[config.mk]
export PLATFORM = sky130hd
export DESIGN_NAME = us_resp_ctrl
export DESIGN_NICKNAME = d
export VERILOG_FILES = /design/src/bm_cfg_pkg.sv /design/src/bm_chan_pkg.sv /design/src/resp_order_queue.sv /design/src/slave_resp_filter.sv /design/src/resp_out_stage.sv /design/src/us_resp_ctrl.sv
export SDC_FILE = /design/constraint.sdc
export NUM_CORES = 1
export LEC_CHECK = 0
export ABC_AREA = 1
export BUFFER_PORTS_ARGS = -buffer_cell sky130_fd_sc_hd__buf_2
export CELL_PAD_IN_SITES_DETAIL_PLACEMENT = 1
export CELL_PAD_IN_SITES_GLOBAL_PLACEMENT = 1
export CORE_ASPECT_RATIO = 1.25
export CORE_MARGIN = 2
export CORE_UTILIZATION = 31
export DETAILED_ROUTE_END_ITERATION = 8
export PLACE_DENSITY = 0.84
export SLEW_MARGIN = 10
export SYNTH_ARGS = -nofsm -noshare
export SYNTH_HDL_FRONTEND = slang
export SYNTH_SLANG_ARGS = --single-unit
[constraint.sdc]
create_clock -name aclk -period 5.25 [get_ports aclk]
set_input_delay 0.7875 -clock aclk [delete_from_list [all_inputs] [get_ports aclk]]
set_output_delay 0.7875 -clock aclk [all_outputs]
set_load 0.05 [all_outputs]
[src/bm_cfg_pkg.sv]
package bm_cfg_pkg;

	// Transaction ID carried back to the master
	parameter int unsigned TID_W  = 4;

	// Master number, used as the routing tag on slave beats
	parameter int unsigned MID_W  = 4;

	// Slave number, wide enough for 32 slave ports
	parameter int unsigned SID_W  = 5;

	parameter int unsigned DATA_W = 32; // Read data
	parameter int unsigned RESP_W = 2;  // OKAY/EXOKAY/SLVERR/DECERR

	typedef logic [SID_W-1:0] sid_t;

endpackage

[src/bm_chan_pkg.sv]
package bm_chan_pkg;

	import bm_cfg_pkg::*;

	// Beat as presented by a slave port, still tagged with its master
	typedef struct packed {
		logic [MID_W-1:0]  mid;
		logic [TID_W-1:0]  tid;
		logic [DATA_W-1:0] data;
		logic [RESP_W-1:0] resp;
		logic              last;
	} slv_resp_t;

	// Beat as seen on the master port, master tag removed
	typedef struct packed {
		logic [TID_W-1:0]  tid;
		logic [DATA_W-1:0] data;
		logic [RESP_W-1:0] resp;
		logic              last; // End of burst
	} mst_resp_t;

endpackage

[src/resp_order_queue.sv]
`timescale 1ns/10ps

module resp_order_queue #(
	parameter int unsigned OUT_DEPTH = 4
) (
	input  logic             aclk,
	input  logic             aresetn,
	input  logic             push,
	input  bm_cfg_pkg::sid_t push_sid,
	input  logic             pop,
	output bm_cfg_pkg::sid_t head_sid,
	output logic             full,
	output logic             idle
);
	import bm_cfg_pkg::*;

	localparam int unsigned PTR_W = (OUT_DEPTH > 1) ? $clog2(OUT_DEPTH) : 1;
	localparam int unsigned CNT_W = $clog2(OUT_DEPTH + 1);

	sid_t             mem [OUT_DEPTH];
	logic [PTR_W-1:0] wr_ptr;
	logic [PTR_W-1:0] rd_ptr;
	logic [CNT_W-1:0] count;
	logic             do_push;
	logic             do_pop;

	// Wrap at OUT_DEPTH so non power of two depths work too
	function automatic logic [PTR_W-1:0] ptr_next(input logic [PTR_W-1:0] ptr);
		logic [PTR_W-1:0] nxt;
		if (ptr == PTR_W'(OUT_DEPTH - 1)) begin
			nxt = '0;
		end else begin
			nxt = ptr + 1'b1;
		end
		return nxt;
	endfunction

	assign do_push = push & ~full;
	assign do_pop  = pop & ~idle;

	assign full     = (count == CNT_W'(OUT_DEPTH));
	assign idle     = (count == '0);
	assign head_sid = mem[rd_ptr]; // Valid only while not idle

	always_ff @(posedge aclk) begin
		if (do_push) begin
			mem[wr_ptr] <= push_sid;
		end
	end

	always_ff @(posedge aclk or negedge aresetn) begin
		if (!aresetn) begin
			wr_ptr <= '0;
			rd_ptr <= '0;
			count  <= '0;
		end else begin
			if (do_push) begin
				wr_ptr <= ptr_next(wr_ptr);
			end
			if (do_pop) begin
				rd_ptr <= ptr_next(rd_ptr);
			end
			// Simultaneous push and pop leaves the count alone
			case ({do_push, do_pop})
				2'b10:   count <= count + 1'b1;
				2'b01:   count <= count - 1'b1;
				default: count <= count;
			endcase
		end
	end

endmodule

[src/slave_resp_filter.sv]
`timescale 1ns/10ps

module slave_resp_filter #(
	parameter int unsigned SLOT      = 0,
	parameter int unsigned MASTER_ID = 2
) (
	input  bm_chan_pkg::slv_resp_t beat_in,
	input  logic                   beat_valid,
	input  logic                   connect,
	input  bm_cfg_pkg::sid_t       head_sid,
	output logic                   sel_valid,
	output bm_chan_pkg::mst_resp_t sel_beat
);
	import bm_cfg_pkg::*;

	logic tag_hit;
	logic head_hit;

	assign tag_hit  = (beat_in.mid == MID_W'(MASTER_ID));
	assign head_hit = (head_sid == SID_W'(SLOT)); // Only the oldest outstanding slave

	assign sel_valid = beat_valid & connect & tag_hit & head_hit;

	// Unselected slots drive zero so the output stage can OR the beats
	always_comb begin
		sel_beat = '0;
		if (sel_valid) begin
			sel_beat.tid  = beat_in.tid;
			sel_beat.data = beat_in.data;
			sel_beat.resp = beat_in.resp;
			sel_beat.last = beat_in.last;
		end
	end

endmodule

[src/resp_out_stage.sv]
`timescale 1ns/10ps

module resp_out_stage #(
	parameter int unsigned NUM_SLV = 4
) (
	input  logic                   aclk,
	input  logic                   aresetn,
	input  logic [NUM_SLV-1:0]     sel_valid,
	input  bm_chan_pkg::mst_resp_t sel_beat [NUM_SLV],
	input  logic                   idle,
	input  bm_chan_pkg::mst_resp_t dec_err_resp,
	input  logic                   dec_err_valid,
	output logic                   dec_err_ready,
	output logic                   mst_resp_ready,
	output logic                   pop,
	output bm_chan_pkg::mst_resp_t resp,
	output logic                   resp_valid,
	input  logic                   resp_ready
);
	import bm_chan_pkg::*;

	mst_resp_t merged_beat;
	logic      merged_valid;
	logic      slot_free;
	logic      slv_take;
	logic      dec_take;

	// At most one filter is selected, the one matching the queue head
	always_comb begin
		merged_beat  = '0;
		merged_valid = 1'b0;
		for (int i = 0; i < NUM_SLV; i++) begin
			merged_beat  = mst_resp_t'(merged_beat | sel_beat[i]);
			merged_valid = merged_valid | sel_valid[i];
		end
	end

	// Output register can take a new beat this cycle
	assign slot_free = ~resp_valid | resp_ready;

	// Slaves are served while requests are outstanding, decode errors otherwise
	assign mst_resp_ready = slot_free & ~idle;
	assign dec_err_ready  = slot_free & idle;

	assign slv_take = merged_valid & mst_resp_ready;
	assign dec_take = dec_err_valid & dec_err_ready;

	assign pop = slv_take & merged_beat.last; // Burst done, next slave

	always_ff @(posedge aclk or negedge aresetn) begin
		if (!aresetn) begin
			resp_valid <= 1'b0;
		end else if (slv_take || dec_take) begin
			resp_valid <= 1'b1;
		end else if (resp_ready) begin
			resp_valid <= 1'b0;
		end
	end

	// Held while resp_valid is high and resp_ready is low
	always_ff @(posedge aclk) begin
		if (dec_take) begin
			resp <= dec_err_resp;
		end else if (slv_take) begin
			resp <= merged_beat;
		end
	end

endmodule

[src/us_resp_ctrl.sv]
`timescale 1ns/10ps

module us_resp_ctrl #(
	parameter int unsigned NUM_SLV   = 4,
	parameter int unsigned OUT_DEPTH = 4,
	parameter int unsigned MASTER_ID = 2
) (
	input  logic                   aclk,
	input  logic                   aresetn,

	// Request side
	input  logic                   outstanding_en,
	input  bm_cfg_pkg::sid_t       outstanding_sid,
	output logic                   outstanding_ready,
	output logic                   outstanding_idle,

	// Slave side
	input  bm_chan_pkg::slv_resp_t slv_resp [NUM_SLV],
	input  logic [NUM_SLV-1:0]     slv_resp_valid,
	input  logic [NUM_SLV-1:0]     slv_connect,
	output logic                   mst_resp_ready,

	// Local decode errors
	input  bm_chan_pkg::mst_resp_t dec_err_resp,
	input  logic                   dec_err_valid,
	output logic                   dec_err_ready,

	// Master side
	output bm_chan_pkg::mst_resp_t resp,
	output logic                   resp_valid,
	input  logic                   resp_ready
);
	import bm_cfg_pkg::*;
	import bm_chan_pkg::*;

	sid_t               head_sid;
	logic               queue_full;
	logic               queue_pop;
	logic [NUM_SLV-1:0] sel_valid;
	mst_resp_t          sel_beat [NUM_SLV];

	assign outstanding_ready = ~queue_full;

	resp_order_queue #(
		.OUT_DEPTH (OUT_DEPTH)
	) u_order_queue (
		.aclk     (aclk),
		.aresetn  (aresetn),
		.push     (outstanding_en),
		.push_sid (outstanding_sid),
		.pop      (queue_pop),
		.head_sid (head_sid),
		.full     (queue_full),
		.idle     (outstanding_idle)
	);

	for (genvar i = 0; i < NUM_SLV; i++) begin : g_filter
		slave_resp_filter #(
			.SLOT      (i),
			.MASTER_ID (MASTER_ID)
		) u_filter (
			.beat_in    (slv_resp[i]),
			.beat_valid (slv_resp_valid[i]),
			.connect    (slv_connect[i]),
			.head_sid   (head_sid),
			.sel_valid  (sel_valid[i]),
			.sel_beat   (sel_beat[i])
		);
	end

	resp_out_stage #(
		.NUM_SLV (NUM_SLV)
	) u_out_stage (
		.aclk           (aclk),
		.aresetn        (aresetn),
		.sel_valid      (sel_valid),
		.sel_beat       (sel_beat),
		.idle           (outstanding_idle),
		.dec_err_resp   (dec_err_resp),
		.dec_err_valid  (dec_err_valid),
		.dec_err_ready  (dec_err_ready),
		.mst_resp_ready (mst_resp_ready),
		.pop            (queue_pop),
		.resp           (resp),
		.resp_valid     (resp_valid),
		.resp_ready     (resp_ready)
	);

endmodule

==> run summary, run 1 <==
CP endpoint kind - flop
All-Layer GR Usage - 20.9%
Final setup viols - 0
CTS sink count - 67
max-cap viol count - 0
layout cells sized above 1 - 39.2%
LEAKAGE - 3.13 nW
FMAX - 335 MHz
clk_lat worst skew - 330 ps
standard-cell row count - 48
CTS root buffer - clkbuf_16
FF+latch count, synth - 67
Die H - 136 µm
Critical Path RT - 5460 ps
Die Wd - 109 µm
Cells after Synth - 579
Mapped Nets - 815
clock buffer depth - 2
pwr/cell area - 336 nW/µm²
Layout area overhead - 38.7%
Critical Path Start Type - flop
Layout fillers - 1835
top-area cell type share of the netlist area - 41.2%
nets - 1073
first-pass GRT wire length - 23400 µm
final period utilization - 56.8%
DP Area - 5680 µm²
slew at the pin closest to its max-slew limit - 1000 ps
Sequential Area - 1970 µm²
hold slack - 299 ps
fin. max-slew vios - 0
Worst Path Arrival - 3190 ps
area of the multi-input gates - 2020 µm²
design area - 5970 µm²
Fin. Hold Viols - 0
post-route ant nets - 0
WS Path Type - flop to flop
Yosys warnings - 0
DRC - 0
vias in the first global route - 4818
largest net degree at the start of global routing - 79
status - finished, final reports clean
Final min period - 2980 ps
DRT Pass-1 Iters - 6
num ports - 273
crit-path max FO - 11
Port-buffer cells - 272
placed wire-length estimate - 12000 µm
number of antenna violations at the first check in global routing - 6
Hold Buf Count CTS - 0
Starting Density - 31.4%
Hold Crit Class - primary input to asynchronous set/reset pin
Post-Syn Area - 4300 µm²
Core Region - 13700 µm²
CTS tree - done
CTS clk-pin slew, worst paths - 60 ps
Mapped Avg Cell Area - 7.43 µm²
CTS Buf Count - 9
largest cells by area after synthesis - edfxtp_1 41%, nand2_1 20%, nor2_1 11%, nand3_1 6.3%, dfrtp_1 4.7%
Netlist cell types - 27
sequential fraction of the synthesis area - 45.8%
die area - 14800 µm²
final WL - 15700 µm
Final Wtd Congestion - 0.777
vias per cell - 4.65
RSZ-0062 raised after global routing - false
H-tree Lvls - 3
max_slew headroom - 32.8%
GRT overflow - 0
routed len/inst - 15.4 µm
post-CTS setup buffers - 0
sum of negative setup slack - 0 ps
Initial DRC Count - 208
VDD IR max - 0.378 mV
Worst Skew - 5.59 ps
vias - 4747
Post-CTS Resized - 0
Yosys top cell by area - edfxtp_1
Yosys cell counts:
library cell and number:
inv_6 1, dfrtp_1 8, nor2_4 2, buf_2 6
buf_8 1, clkbuf_1 6, nand3_1 54, buf_1 1
nand2_1 227, o21ai_0 6, inv_1 24, nand4_1 4
fa_1 1, nand3b_1 1, inv_2 1, ha_1 6
edfxtp_1 59, buf_12 1, nor2_2 16, a21oi_1 1
nor2_1 121, buf_6 11, nand2_2 14, xor2_1 1
and2_4 4, xnor2_1 1, nand3_2 1
layer usage:
layer  share of wire, %  global-route usage, %
met1                 37                   20.8
met2                 50                   38.8
met3                9.9                   7.70
met4                2.4                   7.74
met5               0.27                      0
final timing paths:
check / start / end / slack [ps] / cells after the start
max: u_order_queue.rd_ptr[0]$_DFFE_PN0P_ / u_order_queue.count[2]$_DFFE_PN0P_ / 2270 / 18
min: aresetn / u_out_stage.resp_valid$_DFFE_PN0P_ / 300 / 1
max reg2reg: u_order_queue.rd_ptr[0]$_DFFE_PN0P_ / u_order_queue.count[2]$_DFFE_PN0P_ / 2270 / 18
min reg2reg: u_order_queue.count[0]$_DFFE_PN0P_ / u_order_queue.count[0]$_DFFE_PN0P_ / 500 / 1
max in group asynchronous: aresetn / u_order_queue.wr_ptr[0]$_DFFE_PN0P_ / 4770 / 1
min in group aclk: u_order_queue.count[0]$_DFFE_PN0P_ / u_order_queue.count[0]$_DFFE_PN0P_ / 500 / 1
worst max-delay path, stage by stage (launching register included):
cell and delay (ps):
dfrtp_1 630, inv_6 100, nor2_2 100, nand2_1 60, nand3_2 60, nand2_2 100
nor2_4 160, o21ai_0 130, nand2_1 80, nand2_1 90, inv_1 120, nand2_1 100
inv_1 80, ha_1 140, inv_1 70, fa_1 380, a21oi_1 170, o21ai_0 130
xor2_1 150
report_power, final:
group | switching (mW) | leakage [nW] | internal (mW)
sequential | 0.0338 | 0.649 | 0.710
combinational | 0.493 | 2.35 | 0.200
clock | 0.247 | 0.132 | 0.322
total | 0.774 | 3.13 | 1.23
cell usage in the layout, fill, tap and decap left out, drive strengths merged:
master    synthesis  final
nand4             4      4
nand3b            1      1
ha                6      6
edfxtp           59     59
nor2            139    139
xnor2             1      1
inv              26     26
and2              4      4
diode             0      3
fa                1      1
clkinvlp          0      2
dfrtp             8      8
a21oi             1      1
nand2           241    241
o21ai             6      6
clkinv            0      5
clkbuf            6      9
nand3            55     55
xor2              1      1
buf              20    273
layout make-up:
cell class / instances / share of cell area, %
Timing Repair Buffer: 273 / 22.9
Multi-Input combinational cell: 460 / 33.8
Clock inverter: 7 / 0.923
Sequential cell: 67 / 33.0
Antenna cell: 3 / 0.126
Inverter: 26 / 1.72
Clock buffer: 9 / 3.77
Tap cell: 175 / 3.67
cells by family after synthesis:
group / after synthesis / share of synthesized area (%)
XOR/XNOR: 2 / 0.407
AO/OA/AOI/OAI: 7 / 0.814
buffers and inverters: 52 / 7.39
AND/OR/NAND/NOR: 444 / 43.3
adder cells (fa/ha/maj): 7 / 2.21
flip-flops: 67 / 45.8
stage by stage:
| stage | util, % | power, mW | setup WS (ps) | cells |
|---|---|---|---|---|
| after global routing | 43.5 | 2.12 | 1910 | 1018 |
| after detailed placement | 41.5 | 1.46 | 2150 | 1001 |
| after floorplan | - | 1.22 | 1620 | 579 |
| after CTS | 43.5 | 2.03 | 2260 | 1017 |
| after global placement | 41.5 | 1.44 | 2330 | 1001 |
| final | 43.6 | 2.01 | 2270 | 1020 |
flip-flops by register name, indices dropped and copies added (netlist names):
signal / flops
u_order_queue.rd_ptr: 2
u_order_queue.mem: 20
u_out_stage.resp: 39
u_order_queue.wr_ptr: 2
u_out_stage.resp_valid: 1
u_order_queue.count: 3
Power figures use the tool's default switching activity.
==> inputs of run 2 (changes only) <==
CORE_UTILIZATION = 29   (was 31)
PLACE_DENSITY = 0.79   (was 0.84)
clock period = 2.8 ns   (was 5.25 ns; I/O delays follow)
==> run 2 against run 1 <==
  * The run now ends with DRC left
  * Die area increased by 6.7%
  * Clock skew increased by 5.3 ps
  * Count of clock-buffer cells in the layout unchanged
  * Largest power group unchanged
  * Highest routed layer unchanged
==> run summary, run 2 (synthesis results as in run 1) <==
clk_lat worst skew - 330 ps
standard-cell row count - 49
antenna cell count - 0
vias per cell - 4.61
pwr/cell area - 634 nW/µm²
final WL - 16000 µm
num ports - 273
max reg flops - 39
RSZ-0062 raised after global routing - false
layout cells sized above 1 - 41.6%
Port-buffer cells - 272
failing checks - DRC
Biggest register - u_out_stage.resp
vias in the first global route - 4944
CTS tree - done
first-pass GRT wire length - 24600 µm
LEAKAGE - 3.23 nW
DRC - 24
number of antenna violations at the first check in global routing - 1
max-cap viol count - 0
Critical Path RT - 3010 ps
Layout area overhead - 42.9%
All-Layer GR Usage - 19.9%
vias - 4769
Fin. Hold Viols - 0
Core Region - 14500 µm²
Top Layer Used - met5
DRT Pass-1 Iters - 6
sum of negative setup slack - 0 ps
fin. max-slew vios - 0
Top Registers - u_out_stage.resp (39), u_order_queue.mem (20), u_order_queue.count (3)
Critical Path Start Type - flop
hold slack - 312 ps
largest net degree at the start of global routing - 43
placed wire-length estimate - 12400 µm
slew at the pin closest to its max-slew limit - 497 ps
Die Wd - 113 µm
CTS sink count - 67
status - finished, violations left
routed len/inst - 15.5 µm
CTS Buf Count - 9
Final min period - 2590 ps
most frequent cells in the layout - 272 x buf_2, 221 x nand2_1, 117 x nor2_1
Worst Skew - 10.9 ps
final period utilization - 92.6%
Initial DRC Count - 183
nets - 1087
Final WS setup - 207 ps
Power Total - 3.90 mW
Worst Path Arrival - 2800 ps
H-tree Lvls - 3
Final Wtd Congestion - 0.825
FMAX - 386 MHz
Die H - 140 µm
VDD IR max - 0.592 mV
max_slew headroom - 66.9%
WL met1 - 5880 µm
post-route ant nets - 0
post-place setup slack - -14.6 ps
GRT overflow - 0
CTS clk-pin slew, worst paths - 60 ps
crit-path max FO - 9
die area - 15800 µm²
clock buffer depth - 2
most common cell after layout, fill and taps aside - buf_2
metal2 WL - 8730 µm
CTS root buffer - clkbuf_16
Starting Density - 29.7%
WS Path Type - flop to flop
routed length on met3 - 981 µm
Final setup viols - 0
CP endpoint kind - flop
Hold Crit Class - primary input to flop
==> run 2: cell types whose count changed in the layout (fill, tap and decap cells not counted), sizes merged <==
cell | before | now
clkbuf | 9 | 10
bufinv | 0 | 1
clkinv | 5 | 3
diode | 3 | 0
dlygate4sd3 | 0 | 1
inv | 26 | 29
buf | 273 | 285
clkinvlp | 2 | 0
==> run 2: report_power, final <==
part | switching, mW | leakage (nW) | total [mW] | internal [mW]
Combinational | 0.932 | 2.43 | 1.33 | 0.394
Sequential | 0.0638 | 0.647 | 1.39 | 1.33
Clock | 0.470 | 0.153 | 1.18 | 0.707
==> run 2: what timing repair did <==
action,CTS,global route
pin swaps,0,4
hold buffers,1,0
buffers inserted,0,5
resized for setup,1,13
endpoints found under the hold margin,8,0
setup endpoints to repair,1,1
==> run 2: stage by stage <==
stage          util (%)  instances  instance area [µm²]
6_report           42.5       1034                 6150
5_1_grt            42.5       1034                 6150
4_1_cts            42.0       1029                 6070
3_5_place_dp       39.8       1012                 5750
2_1_floorplan         -        579                 4310
3_3_place_gp       39.8       1012                 5750
==> run 2: worst max-delay path, stage by stage, from the launching register on <==
cell	delay (ps)
dfrtp_2	430
buf_12	150
inv_8	70
nand2_2	50
nand2_1	60
nand2_1	50
nand2_1	70
nand2_2	60
nor2_4	150
o21ai_1	90
nand2_1	80
nand2_2	60
inv_2	70
nand2_2	70
inv_1	60
ha_1	150
inv_2	60
fa_2	400
a21oi_2	120
o21ai_1	80
xor2_1	140
==> run 2: area by class of cell <==
cell class / instances / area [µm²]
clock buffers: 9 / 225
multi-input cells: 460 / 2050
well taps: 178 / 223
flip-flops and latches: 67 / 1970
inverters: 26 / 105
clock inverters: 7 / 85.1
repair buffers: 287 / 1490
fillers: 1906 / 8320
==> run 2: per-layer routing <==
layer / track usage, % / vias up
li1: - / 2375
met2: 39.0 / 151
met3: 4.07 / 28
met4: 5.65 / 2
met5: 0 / -
met1: 21.2 / 2213
==> run 2: final timing paths <==
check / from / to / slack, ps / cells past startpoint
setup / recovery: u_order_queue.rd_ptr[0]$_DFFE_PN0P_ / u_order_queue.count[2]$_DFFE_PN0P_ / 210 / 20
hold / removal: outstanding_sid[3] / u_order_queue.mem[1][3]$_DFFE_PP_ / 310 / 1
setup reg to reg: u_order_queue.rd_ptr[0]$_DFFE_PN0P_ / u_order_queue.count[2]$_DFFE_PN0P_ / 210 / 20
hold reg to reg: u_order_queue.count[0]$_DFFE_PN0P_ / u_order_queue.count[0]$_DFFE_PN0P_ / 510 / 1
max in group asynchronous: aresetn / u_order_queue.rd_ptr[0]$_DFFE_PN0P_ / 2140 / 2
min in group asynchronous: aresetn / u_order_queue.wr_ptr[1]$_DFFE_PN0P_ / 470 / 2
